`src/chdr_route_pkg.sv`:
```
/*
  CHDR routing definitions
  Word width, endpoint ID field position and packet ID codes shared by
  the ingress buffer, the routing table and the testbench
*/

`default_nettype none

package chdr_route_pkg;

  // ----------------------------------------
  // Word and field layout
  // ----------------------------------------

  // Data word width
  localparam int chdr_w = 64;

  // Destination endpoint ID sits in the low bits of the first word
  localparam int epid_w   = 16;
  localparam int epid_lsb = 0;

  typedef logic [epid_w-1:0] epid_t;

  // ----------------------------------------
  // Packet routing classes
  // ----------------------------------------

  typedef logic [1:0] pkt_id_t;

  // Code 3 is treated the same as ID_DATA
  localparam pkt_id_t ID_DATA       = 2'd0;
  localparam pkt_id_t ID_ROUTE_EPID = 2'd1;
  localparam pkt_id_t ID_RETURN_SRC = 2'd2;

  // Pull the destination endpoint ID out of a first word
  function automatic epid_t get_dst_epid(input logic [chdr_w-1:0] word);
    return word[epid_lsb +: epid_w];
  endfunction

endpackage

`default_nettype wire
```
`src/chdr_ingress_port.sv`:
```
/*
  CHDR ingress port
  Ingress buffer steered by its endpoint routing table
*/

`timescale 1ns/1ps
`default_nettype none

module chdr_ingress_port #(
  parameter int DEST_W    = 4,
  parameter int MTU       = 5,
  parameter int NODE_ID   = 0,
  parameter int N_ENTRIES = 8
) (
  input  logic                              clk,
  input  logic                              reset,
  // Input packet stream
  input  logic [chdr_route_pkg::chdr_w-1:0] i_data,
  input  logic [DEST_W-1:0]                 i_dest,
  input  chdr_route_pkg::pkt_id_t           i_id,
  input  logic                              i_last,
  input  logic                              i_valid,
  output logic                              o_ready,
  // Output packet stream with port and keep flag
  output logic [chdr_route_pkg::chdr_w-1:0] o_data,
  output logic [DEST_W-1:0]                 o_dest,
  output logic                              o_keep,
  output logic                              o_last,
  output logic                              o_valid,
  input  logic                              i_ready,
  // Routing table writes
  input  logic                              i_cfg_wr,
  input  logic [$clog2(N_ENTRIES)-1:0]      i_cfg_index,
  input  chdr_route_pkg::epid_t             i_cfg_epid,
  input  logic [DEST_W-1:0]                 i_cfg_port
);

  chdr_route_pkg::epid_t find_epid;
  logic                  find_valid;
  logic                  find_ready;
  logic [DEST_W-1:0]     result_port;
  logic                  result_hit;
  logic                  result_valid;
  logic                  result_ready;

  chdr_ingress_buff #(
    .DEST_W  (DEST_W),
    .MTU     (MTU),
    .NODE_ID (NODE_ID)
  ) chdr_ingress_buff_i (
    .clk            (clk),
    .reset          (reset),
    .i_data         (i_data),
    .i_dest         (i_dest),
    .i_id           (i_id),
    .i_last         (i_last),
    .i_valid        (i_valid),
    .o_ready        (o_ready),
    .o_data         (o_data),
    .o_dest         (o_dest),
    .o_keep         (o_keep),
    .o_last         (o_last),
    .o_valid        (o_valid),
    .i_ready        (i_ready),
    .o_find_epid    (find_epid),
    .o_find_valid   (find_valid),
    .i_find_ready   (find_ready),
    .i_result_port  (result_port),
    .i_result_hit   (result_hit),
    .i_result_valid (result_valid),
    .o_result_ready (result_ready)
  );

  epid_route_table #(
    .DEST_W    (DEST_W),
    .N_ENTRIES (N_ENTRIES)
  ) epid_route_table_i (
    .clk            (clk),
    .reset          (reset),
    .i_cfg_wr       (i_cfg_wr),
    .i_cfg_index    (i_cfg_index),
    .i_cfg_epid     (i_cfg_epid),
    .i_cfg_port     (i_cfg_port),
    .i_find_epid    (find_epid),
    .i_find_valid   (find_valid),
    .o_find_ready   (find_ready),
    .o_result_port  (result_port),
    .o_result_hit   (result_hit),
    .o_result_valid (result_valid),
    .i_result_ready (result_ready)
  );

endmodule

`default_nettype wire

```
`src/chdr_ingress_buff.sv`:
```
/*
  CHDR ingress buffer
  Gates each packet until it is complete and attaches an output port and
  keep flag, taken from the routing table or from the packet ID
*/

`timescale 1ns/1ps
`default_nettype none

module chdr_ingress_buff #(
  parameter int DEST_W  = 4,
  parameter int MTU     = 5,
  parameter int NODE_ID = 0
) (
  input  logic                                clk,
  input  logic                                reset,
  input  logic [chdr_route_pkg::chdr_w-1:0]   i_data,
  input  logic [DEST_W-1:0]                   i_dest,
  input  chdr_route_pkg::pkt_id_t             i_id,
  input  logic                                i_last,
  input  logic                                i_valid,
  output logic                                o_ready,
  output logic [chdr_route_pkg::chdr_w-1:0]   o_data,
  output logic [DEST_W-1:0]                   o_dest,
  output logic                                o_keep,
  output logic                                o_last,
  output logic                                o_valid,
  input  logic                                i_ready,
  output chdr_route_pkg::epid_t               o_find_epid,
  output logic                                o_find_valid,
  input  logic                                i_find_ready,
  input  logic [DEST_W-1:0]                   i_result_port,
  input  logic                                i_result_hit,
  input  logic                                i_result_valid,
  output logic                                o_result_ready
);

  typedef chdr_route_pkg::epid_t find_t;

  typedef struct packed {
    logic              keep;
    logic [DEST_W-1:0] port;
  } dest_t;

  localparam logic st_head = 1'b0;
  localparam logic st_body = 1'b1;
  localparam logic [DEST_W-1:0] node_port = DEST_W'(NODE_ID);

  logic  in_state;
  logic  out_state;
  logic  in_accept;
  logic  out_accept;
  logic  is_route;
  logic  gate_in_ready;
  logic  gate_out_valid;
  logic  gate_out_ready;
  logic  find_push;
  logic  find_in_ready;
  logic  dest_push;
  logic  dest_in_valid;
  logic  dest_in_ready;
  logic  dest_out_valid;
  logic  dest_pop;
  logic  result_take;
  dest_t dest_in;
  dest_t dest_out;
  dest_t dest_hold;
  // Lookups still owed a result, at most find queue depth plus one
  logic [2:0] pend_cnt;

  // ----------------------------------------
  // Head/body trackers
  // ----------------------------------------

  assign in_accept  = i_valid && o_ready;
  assign out_accept = o_valid && i_ready;

  always_ff @(posedge clk) begin
    if (reset) begin
      in_state  <= st_head;
      out_state <= st_head;
    end else begin
      if (in_accept) begin
        in_state <= i_last ? st_head : st_body;
      end
      if (out_accept) begin
        out_state <= o_last ? st_head : st_body;
      end
    end
  end

  // ----------------------------------------
  // Input side
  // ----------------------------------------

  assign is_route  = (i_id == chdr_route_pkg::ID_ROUTE_EPID);
  assign find_push = (in_state == st_head) && in_accept && is_route;
  assign dest_push = (in_state == st_head) && in_accept && !is_route;

  // A direct destination must wait behind pending lookups to keep order
  assign o_ready = gate_in_ready &&
    ((in_state == st_body) ||
     (is_route ? find_in_ready : (dest_in_ready && !i_result_valid && pend_cnt == '0)));

  always_ff @(posedge clk) begin
    if (reset) begin
      pend_cnt <= '0;
    end else if (find_push && !result_take) begin
      pend_cnt <= pend_cnt + 1'b1;
    end else if (result_take && !find_push) begin
      pend_cnt <= pend_cnt - 1'b1;
    end
  end

  packet_gate #(
    .WIDTH (chdr_route_pkg::chdr_w),
    .MTU   (MTU)
  ) packet_gate_i (
    .clk     (clk),
    .reset   (reset),
    .i_data  (i_data),
    .i_last  (i_last),
    .i_valid (in_accept),
    .o_ready (gate_in_ready),
    .o_data  (o_data),
    .o_last  (o_last),
    .o_valid (gate_out_valid),
    .i_ready (gate_out_ready)
  );

  stream_fifo #(
    .T     (find_t),
    .DEPTH (2)
  ) find_fifo_i (
    .clk     (clk),
    .reset   (reset),
    .i_data  (chdr_route_pkg::get_dst_epid(i_data)),
    .i_valid (find_push),
    .o_ready (find_in_ready),
    .o_data  (o_find_epid),
    .o_valid (o_find_valid),
    .i_ready (i_find_ready)
  );

  // ----------------------------------------
  // Destination queue
  // ----------------------------------------

  // Table results win the queue input
  assign result_take    = i_result_valid && dest_in_ready;
  assign o_result_ready = dest_in_ready;
  assign dest_in_valid  = i_result_valid || dest_push;

  always_comb begin
    if (i_result_valid) begin
      dest_in.keep = i_result_hit;
      dest_in.port = i_result_port;
    end else begin
      dest_in.keep = 1'b1;
      dest_in.port = (i_id == chdr_route_pkg::ID_RETURN_SRC) ? node_port : i_dest;
    end
  end

  stream_fifo #(
    .T     (dest_t),
    .DEPTH (2)
  ) dest_fifo_i (
    .clk     (clk),
    .reset   (reset),
    .i_data  (dest_in),
    .i_valid (dest_in_valid),
    .o_ready (dest_in_ready),
    .o_data  (dest_out),
    .o_valid (dest_out_valid),
    .i_ready (dest_pop)
  );

  // ----------------------------------------
  // Output side
  // ----------------------------------------

  assign gate_out_ready = i_ready && ((out_state == st_body) || dest_out_valid);
  assign o_valid        = gate_out_valid && ((out_state == st_body) || dest_out_valid);
  assign dest_pop       = out_accept && (out_state == st_head);

  // Hold the entry for the body words of the packet
  always_ff @(posedge clk) begin
    if (dest_pop) begin
      dest_hold <= dest_out;
    end
  end

  assign o_dest = (out_state == st_head) ? dest_out.port : dest_hold.port;
  assign o_keep = (out_state == st_head) ? dest_out.keep : dest_hold.keep;

endmodule

`default_nettype wire

```
`src/epid_route_table.sv`:
```
/*
  Endpoint routing table
  Associative table mapping endpoint IDs to output ports, written through
  single-cycle config strobes and queried through a lookup/result stream
*/

`timescale 1ns/1ps
`default_nettype none

module epid_route_table #(
  parameter int DEST_W    = 4,
  parameter int N_ENTRIES = 8
) (
  input  logic                         clk,
  input  logic                         reset,
  input  logic                         i_cfg_wr,
  input  logic [$clog2(N_ENTRIES)-1:0] i_cfg_index,
  input  chdr_route_pkg::epid_t        i_cfg_epid,
  input  logic [DEST_W-1:0]            i_cfg_port,
  input  chdr_route_pkg::epid_t        i_find_epid,
  input  logic                         i_find_valid,
  output logic                         o_find_ready,
  output logic [DEST_W-1:0]            o_result_port,
  output logic                         o_result_hit,
  output logic                         o_result_valid,
  input  logic                         i_result_ready
);

  logic [N_ENTRIES-1:0]  ent_valid;
  chdr_route_pkg::epid_t ent_epid [N_ENTRIES];
  logic [DEST_W-1:0]     ent_port [N_ENTRIES];

  logic              find_take;
  logic              match_hit;
  logic [DEST_W-1:0] match_port;

  // ----------------------------------------
  // Configuration writes
  // ----------------------------------------

  always_ff @(posedge clk) begin
    if (reset) begin
      ent_valid <= '0;
    end else if (i_cfg_wr && (i_cfg_index < N_ENTRIES)) begin
      ent_valid[i_cfg_index] <= 1'b1;
    end
  end

  always_ff @(posedge clk) begin
    if (i_cfg_wr && (i_cfg_index < N_ENTRIES)) begin
      ent_epid[i_cfg_index] <= i_cfg_epid;
      ent_port[i_cfg_index] <= i_cfg_port;
    end
  end

  // ----------------------------------------
  // Lookup
  // ----------------------------------------

  // Scan from the top down so the lowest matching index is left standing
  always_comb begin
    match_hit  = 1'b0;
    match_port = '0;
    for (int i = N_ENTRIES - 1; i >= 0; i--) begin
      if (ent_valid[i] && (ent_epid[i] == i_find_epid)) begin
        match_hit  = 1'b1;
        match_port = ent_port[i];
      end
    end
  end

  // One result in flight at a time
  assign o_find_ready = !o_result_valid;
  assign find_take    = i_find_valid && o_find_ready;

  always_ff @(posedge clk) begin
    if (find_take) begin
      o_result_port <= match_port;
      o_result_hit  <= match_hit;
    end
  end

  always_ff @(posedge clk) begin
    if (reset) begin
      o_result_valid <= 1'b0;
    end else if (find_take) begin
      o_result_valid <= 1'b1;
    end else if (i_result_ready) begin
      o_result_valid <= 1'b0;
    end
  end

endmodule

`default_nettype wire

```
`src/packet_gate.sv`:
```
/*
  Packet gate
  Store-and-forward buffer: a packet is held in memory until its last
  word has been written, then released word by word
*/

`timescale 1ns/1ps
`default_nettype none

module packet_gate #(
  parameter int WIDTH = 64,
  parameter int MTU   = 5
) (
  input  logic             clk,
  input  logic             reset,
  input  logic [WIDTH-1:0] i_data,
  input  logic             i_last,
  input  logic             i_valid,
  output logic             o_ready,
  output logic [WIDTH-1:0] o_data,
  output logic             o_last,
  output logic             o_valid,
  input  logic             i_ready
);

  localparam int depth = 2 ** MTU;

  // ----------------------------------------
  // Storage
  // ----------------------------------------

  logic [WIDTH-1:0] data_mem [depth];
  logic             last_mem [depth];

  // Pointers carry one extra bit to tell full from empty
  logic [MTU:0] wr_ptr;
  logic [MTU:0] rd_ptr;
  logic [MTU:0] pkt_cnt;
  logic         full;
  logic         wr_en;
  logic         rd_en;

  assign full = (wr_ptr[MTU] != rd_ptr[MTU]) &&
                (wr_ptr[MTU-1:0] == rd_ptr[MTU-1:0]);

  assign o_ready = !full;
  assign wr_en   = i_valid && o_ready;
  assign rd_en   = o_valid && i_ready;

  always_ff @(posedge clk) begin
    if (wr_en) begin
      data_mem[wr_ptr[MTU-1:0]] <= i_data;
      last_mem[wr_ptr[MTU-1:0]] <= i_last;
    end
  end

  // Read is asynchronous from the registered read pointer
  assign o_data = data_mem[rd_ptr[MTU-1:0]];
  assign o_last = last_mem[rd_ptr[MTU-1:0]];

  // ----------------------------------------
  // Pointers and complete packet count
  // ----------------------------------------

  always_ff @(posedge clk) begin
    if (reset) begin
      wr_ptr <= '0;
      rd_ptr <= '0;
    end else begin
      if (wr_en) begin
        wr_ptr <= wr_ptr + 1'b1;
      end
      if (rd_en) begin
        rd_ptr <= rd_ptr + 1'b1;
      end
    end
  end

  always_ff @(posedge clk) begin
    if (reset) begin
      pkt_cnt <= '0;
    end else begin
      case ({wr_en && i_last, rd_en && o_last})
        2'b10:   pkt_cnt <= pkt_cnt + 1'b1;
        2'b01:   pkt_cnt <= pkt_cnt - 1'b1;
        default: pkt_cnt <= pkt_cnt;
      endcase
    end
  end

  // Only whole packets are visible at the output
  assign o_valid = (pkt_cnt != '0);

endmodule

`default_nettype wire

```
`src/stream_fifo.sv`:
```
/*
  Stream FIFO
  Small register FIFO with valid/ready on both sides and a payload type
  given as a parameter
*/

`timescale 1ns/1ps
`default_nettype none

module stream_fifo #(
  parameter type T     = logic,
  parameter int  DEPTH = 2
) (
  input  logic clk,
  input  logic reset,
  input  T     i_data,
  input  logic i_valid,
  output logic o_ready,
  output T     o_data,
  output logic o_valid,
  input  logic i_ready
);

  localparam int ptr_w = (DEPTH > 1) ? $clog2(DEPTH) : 1;
  localparam int cnt_w = $clog2(DEPTH + 1);

  T               mem [DEPTH];
  logic [ptr_w-1:0] wr_ptr;
  logic [ptr_w-1:0] rd_ptr;
  logic [cnt_w-1:0] count;
  logic             push;
  logic             pop;

  assign push    = i_valid && o_ready;
  assign pop     = o_valid && i_ready;
  assign o_ready = (count != cnt_w'(DEPTH));
  assign o_valid = (count != '0);
  assign o_data  = mem[rd_ptr];

  always_ff @(posedge clk) begin
    if (push) begin
      mem[wr_ptr] <= i_data;
    end
  end

  always_ff @(posedge clk) begin
    if (reset) begin
      wr_ptr <= '0;
      rd_ptr <= '0;
      count  <= '0;
    end else begin
      // Pointers wrap at DEPTH, which need not be a power of two
      if (push) begin
        wr_ptr <= (wr_ptr == ptr_w'(DEPTH - 1)) ? '0 : wr_ptr + 1'b1;
      end
      if (pop) begin
        rd_ptr <= (rd_ptr == ptr_w'(DEPTH - 1)) ? '0 : rd_ptr + 1'b1;
      end
      if (push && !pop) begin
        count <= count + 1'b1;
      end else if (pop && !push) begin
        count <= count - 1'b1;
      end
    end
  end

endmodule

`default_nettype wire

```
`config.mk`:
```
export PLATFORM = sky130hd
export DESIGN_NAME = chdr_ingress_port
export DESIGN_NICKNAME = d
export VERILOG_FILES = /design/src/chdr_route_pkg.sv /design/src/chdr_ingress_port.sv /design/src/chdr_ingress_buff.sv /design/src/epid_route_table.sv /design/src/packet_gate.sv /design/src/stream_fifo.sv
export SDC_FILE = /design/constraint.sdc
export NUM_CORES = 2
export LEC_CHECK = 0
export ABC_AREA = 0
export BUFFER_PORTS_ARGS = -buffer_cell sky130_fd_sc_hd__buf_2
export CORE_MARGIN = 3
export CORE_UTILIZATION = 55
export CTS_BUF_LIST = sky130_fd_sc_hd__clkbuf_16
export DETAILED_ROUTE_END_ITERATION = 10
export PLACE_DENSITY = 0.84
export SLEW_MARGIN = 20
export SYNTH_ARGS = -nofsm -noshare
export SYNTH_HDL_FRONTEND = slang
export SYNTH_HIERARCHICAL = 1
export SYNTH_SLANG_ARGS = --single-unit
```
`constraint.sdc`:
```
create_clock -name clk -period 5.04 [get_ports clk]
set_input_delay 0 -clock clk [delete_from_list [all_inputs] [get_ports clk]]
set_output_delay 0 -clock clk [all_outputs]
set_load 0.03 [all_outputs]
```
======== Word level (Yosys, flattened, before mapping) ========
Memory sizes are Yosys's and may differ from the RTL's. A register that Yosys moved wholly into a read port is not among the register bits.
Cells that the tools add are included.
Widths: inputs -> output; s select.
cells by class
  multiplexer cells ....................... 47
  magnitude comparators ................... 2
  bitwise gates (word level) .............. 3
  reduce and logical (&&, ||, !) cells .... 58
  equality and inequality tests ........... 16
  add/sub/neg operators ................... 14
operator list
  operator             number
  $eq 16x16->1         8
  $mux 4               10
  $logic_and 1x1->1    36
  $mux 5               5
  $mux 1               24
  $add 6x1->6 const B  3
  $reduce_bool 2->1    7
  $pmux 6 s2           1
  $logic_not 1->1      9
  $mux 2               4
  $or 8x8->8           1
  $reduce_or 7->1      1
  $mux 3               2
  $reduce_bool 6->1    1
  $sub 6x1->6 const B  1
  $eq 5x5->1           1
  $add 1x1->1 const B  4
  $add 2x1->2 const B  2
  $eq 2x1->1 const B   2
  $eq 2x2->1 const B   2
  $lt 3x4->1 const B   1
  $ne 2x2->1 const B   2
  $sub 2x1->2 const B  2
  $add 3x1->3 const B  1
  7 further kinds      10
storage, ports and cells
  output and inout port bits .............. 72
  memory bits (writable) .................. 2282
  memories kept ........................... 6
  word-level logic and storage cells ...... 164
  bits in registers ....................... 50
memory list
  memory                                      words  bits a word  read ports  clocked after Yosys merged registers in  write ports  line                    RTL
  chdr_ingress_buff_i.packet_gate_i.data_mem  32     64           1           1                                        1            packet_gate.sv:32       logic [WIDTH-1:0] data_mem [depth];
  epid_route_table_i.ent_epid                 8      16           8           0                                        1            epid_route_table.sv:30  chdr_route_pkg::epid_t ent_epid [N_ENTRIES];
  chdr_ingress_buff_i.find_fifo_i.mem         2      16           1           1                                        1            stream_fifo.sv:27       T mem [DEPTH];
  chdr_ingress_buff_i.packet_gate_i.last_mem  32     1            1           1                                        1            packet_gate.sv:33       logic last_mem [depth];
  epid_route_table_i.ent_port                 8      4            8           0                                        1            epid_route_table.sv:31  logic [DEST_W-1:0] ent_port [N_ENTRIES];
  chdr_ingress_buff_i.dest_fifo_i.mem         2      5            1           1                                        1            stream_fifo.sv:27

======== Longest topological paths before layout ========
  depth after elaboration ................. 15
  depth in mapped cells ................... 16
  depth with buffers taken out ............ 14

======== By module ========
Netlist, hierarchy kept.
modules (own cells, without submodules)
  module                                          area an instance (sq um)  cells an instance  sequential area each (sq um)  times used
  packet_gate                                     80088.1                   3216               62920.3                       1
  epid_route_table                                7188.1                    458                5134.9                        1
  stream_fifo at chdr_ingress_buff_i.find_fifo_i  1376.3                    74                 1061.0                        1
  chdr_ingress_buff                               633.1                     62                 250.2                         1
  stream_fifo at chdr_ingress_buff_i.dest_fifo_i  579.3                     39                 400.4                         1

======== Worst setup path after synthesis ========
No wires, ideal clock.
  path type ............................... reg-to-reg
  start point ............................. reg chdr_ingress_buff_i.packet_gate_i.wr_ptr[3]
  end point ............................... mem chdr_ingress_buff_i.packet_gate_i.data_mem[24][0] (enable)
  cell stages (with the launch flop) ...... 10
  buffers on the path ..................... 1
  required time ........................... 4.551 ns
  library setup time ...................... 0.489 ns
  data arrival time ....................... 4.386 ns
  setup slack ............................. 0.166 ns
  cells stage by stage .................... dfxtp_1 > clkbuf_1 > xnor2_1 > nand4_1 > or2_2 > nand2_1 > nor2_1 > o21a_1 > nand2_1 > nor2_1
between the ends
  longest elaborated chain between the ends .. 8
RTL lines
  what                                         line                      RTL
  from (decl)                                  packet_gate.sv:36         logic [MTU:0] wr_ptr;
  from (signal assigned)                       packet_gate.sv:71         wr_ptr <= wr_ptr + 1'b1;
  $eq 5x5->1                                   packet_gate.sv:44         (wr_ptr[MTU-1:0] == rd_ptr[MTU-1:0]);
  $logic_and 1x1->1                            packet_gate.sv:43         assign full = (wr_ptr[MTU] != rd_ptr[MTU]) &&
  $logic_not 1->1                              packet_gate.sv:46         assign o_ready = !full;
  named net chdr_ingress_buff_i.gate_in_ready  chdr_ingress_buff.sv:54   logic gate_in_ready;
  $logic_and 1x1->1                            chdr_ingress_buff.sv:101  assign o_ready = gate_in_ready &&
  $logic_and 1x1->1                            chdr_ingress_buff.sv:75   assign in_accept = i_valid && o_ready;
  named net chdr_ingress_buff_i.in_accept      chdr_ingress_buff.sv:51   logic in_accept;
  $logic_and 1x1->1                            packet_gate.sv:47         assign wr_en = i_valid && o_ready;
  $mux 1                                       packet_gate.sv:51         if (wr_en) begin
  $mux 1 (not written as such)                 packet_gate.sv:52         data_mem[wr_ptr[MTU-1:0]] <= i_data;
  to (decl)                                    packet_gate.sv:32
The timed path passes the listed nets, and every way through them passes these cells.

==> out/results.txt <==
Pre-antenna DRT Iters = 6
DR WL met2 = 124000 um
Setup Skew = 79.1 ps
Vias = 45600
Synthesized Nets = 3963
Max VDD drop = 0.000365 V
Pin count of the biggest net entering global routing = 124
Die area = 168000 um^2
Die width = 410 um
Crit-path max FO = 63
Clock-pin slew on the worst setup and hold paths = 70 ps
Max_cap viols = 0
Slowest-stage cell, CP = buf_4
Hold Fails Final Rpt = 0
WL per Instance = 37.3 um
Final min period = 4660 ps
Share of layout cells above drive strength 1 = 0.303
Final net count = 4390
Worst hold path class = primary input to flop
Num rows = 147
Synth area leader = edfxtp_1
Leak Pwr = 31.2 nW
CP endpoint kind = output pin
Predominant post-synthesis flop cell = edfxtp_1
R2r worst-path depth = 9
First-pass GRT wire length = 353000 um
Most frequent cells in the layout = 2292 x edfxtp_1, 602 x mux4_2, 214 x clkbuf_16
Met3 wire length = 29700 um
Clock sinks = 2339
Top Ports = 171
Post-synth top area share = 0.766
WHS Path Cells = 4
FF-to-FF End = chdr_ingress_buff_i/packet_gate_i/data_mem[26][28]
Status = complete, no violations
DRT antenna net count = 0
R2R setup slack = 670 ps
Power, Total = 43.3 mW
Critical setup path kind = flop to output pin
Most common cell after layout, fill and taps aside = edfxtp_1
Vias per cell = 6.89
Number of buffers created by CTS = 214
Ranking of synthesized cells by area = edfxtp_1 77%, mux4_2 15%, mux2_2 1.1%
DR DRC count = 0
GRT Total Usage = 0.296
Worst setup SP type = flop
RSZ-0062 raised after global routing = no
CTS tree = done
Period utilization = 0.924
Min-delay src = i_dest[2]
Avg Cell Area, Syn = 23.3 um^2
Syn-to-layout area delta = 14.0%
CP Data Required Time = 5040 ps
Fin Setup TNS = 0 ps
CP delay by family, top = buffers and inverters
Post-CTS sizing = 0
Clk buf depth = 3
CP peak stage delay = 900 ps
Slew Limit Fails = 0
Die H = 410 um
Clk_lat worst skew = 900 ps
Core area = 161000 um^2
#FFs+latches synth = 2339
WP data arrival = 4660 ps
Worst Path Buf+Inv = 3
Crit. path cell count = 7
Top cell by count, worst path = buf_4
Seq/Total Area, Yosys = 0.776
Tightest Pin Transition = 1200 ps
Top sig layer = met5
Final HPWL DP = 115000 um
Cell Chain, Critical Path = buf_4 -> buf_4 -> mux4_2 -> mux2i_1 -> o22a_1 -> o221ai_1 -> buf_2
Hold buffers post-CTS = 126
Setup repair bufs after CTS = 0
Metal1 wirelength = 79400 um
Vias in the first global route = 47600
Ys async rst share = 0
Initial antenna violation count = 12
Post-synth cell types = 69
PwrDens = 422 nW/um^2
Hold endpoint = chdr_ingress_buff_i/dest_fifo_i/mem[0][2]
Setup violators final = 0
Post-synth EDFFs = 2292
Synth warn = 6
Rel. slew slack = 0.189
Synthesized area = 89900 um^2
Starting density of the core = 0.556
Input/output buffers = 170
Routability Congestion = 0.806
Total gr overflow = 0
R2r startpoint = chdr_ingress_buff_i/packet_gate_i/wr_ptr[2]
Root Buffer = clkbuf_16
Post-Synthesis Cells = 3849
Fill cell count = 9706
CTS H-Tree Depth = 4
DRT iter0 DRCs = 7899
Drt total wl = 247000 um
Fmax = 215 MHz
==> power breakdown <==
part | total, mW | internal [mW] | switching (mW)
combinational | 4.19 | 1.64 | 2.55
clock | 17.0 | 9.21 | 7.77
sequential | 22.1 | 21.8 | 0.236
==> flip-flops by register name (all words and copies together), names as in the netlist, 2 cells and up, named ones only <==
signal	count
chdr_ingress_buff_i/packet_gate_i/last_mem	32
chdr_ingress_buff_i/dest_fifo_i/mem	10
chdr_ingress_buff_i/packet_gate_i/pkt_cnt	6
chdr_ingress_buff_i/packet_gate_i/data_mem	2048
epid_route_table_i/o_result_port	4
chdr_ingress_buff_i/find_fifo_i/count	2
epid_route_table_i/ent_epid	128
chdr_ingress_buff_i/dest_hold	5
epid_route_table_i/ent_valid	8
epid_route_table_i/ent_port	32
chdr_ingress_buff_i/packet_gate_i/wr_ptr	6
chdr_ingress_buff_i/dest_fifo_i/count	2
chdr_ingress_buff_i/pend_cnt	3
chdr_ingress_buff_i/find_fifo_i/mem	32
chdr_ingress_buff_i/packet_gate_i/rd_ptr	6
==> cell usage after synthesis, drive strengths merged, types with 13 or more instances <==
library cell     n
nor2            95
inv             16
nand2           37
clkbuf          71
mux2            90
buf            117
mux4           602
xnor2          104
mux2i           79
nand2b          14
edfxtp        2292
xor2            47
dfxtp           47
nand4           25
ha              13
==> cell families (layout without fill, tap and decap cells) <==
group                      Yosys count  count (layout)  synth area share
AOI/OAI and AO/OA                  109             109           0.00968
xor gates and xnor gates           151             151            0.0148
adders and majority gates           15              15           0.00226
buffers and inverters              204             811            0.0109
DFF                               2339            2339             0.776
muxes                              771             771             0.171
other                                0               6                 0
and+or+nand+nor                    260             260            0.0151
==> per-stage QoR <==
step           setup slack (ps)  hold slack (ps)  instances  instance area [um^2]  utilization
2_1_floorplan               166             69.1       3849                 89900            -
3_3_place_gp               1150              283       6093                 94000        0.582
3_5_place_dp               1150              288       6094                 94000        0.582
4_1_cts                     333             29.9       6616                102000        0.634
5_1_grt                     267              146       6619                102000        0.635
6_report                    384              136       6622                102000        0.635
==> final cells by class <==
type	count	area (um^2)	area share
diodes	6	15.0	0.000147
clock buffers	214	5360	0.0523
clock inverters	182	1860	0.0181
inverters	16	62.6	0.000610
multi-input cells	1306	19400	0.189
flip-flops and latches	2339	69800	0.681
well taps	2160	2700	0.0264
repair buffers	399	3310	0.0323
==> routing by layer <==
| metal | up-vias | GRT usage |
|---|---|---|
| met5 | - | 0 |
| met4 | 2 | 0.141 |
| li1 | 17100 | - |
| met1 | 23500 | 0.382 |
| met3 | 817 | 0.0628 |
| met2 | 4178 | 0.488 |
==> tightest hold or removal path, delay by kind of cell <==
| family | cells | cell delay, ps |
|---|---|---|
| AND/OR/NAND/NOR | 1 | 70 |
| AO/OA/AOI/OAI | 1 | 100 |
| buffers and inverters | 2 | 670 |
==> worst max path at each step <==
| stage | startpoint | endpoint | slack, ps |
|---|---|---|---|
| 2_1_floorplan | chdr_ingress_buff_i/packet_gate_i/wr_ptr[3] | chdr_ingress_buff_i/packet_gate_i/data_mem[24][0] | 170 |
| 6_report | flop | o_data[15] | 380 |
| 3_5_place_dp | chdr_ingress_buff_i/packet_gate_i/wr_ptr[2] | chdr_ingress_buff_i/packet_gate_i/data_mem[26][27] | 1150 |
| 3_3_place_gp | flop | o_data[4] | 1150 |
| 4_1_cts | flop | o_data[15] | 330 |
| 5_1_grt | flop | o_data[15] | 270 |
Power figures use the tool's default switching activity.
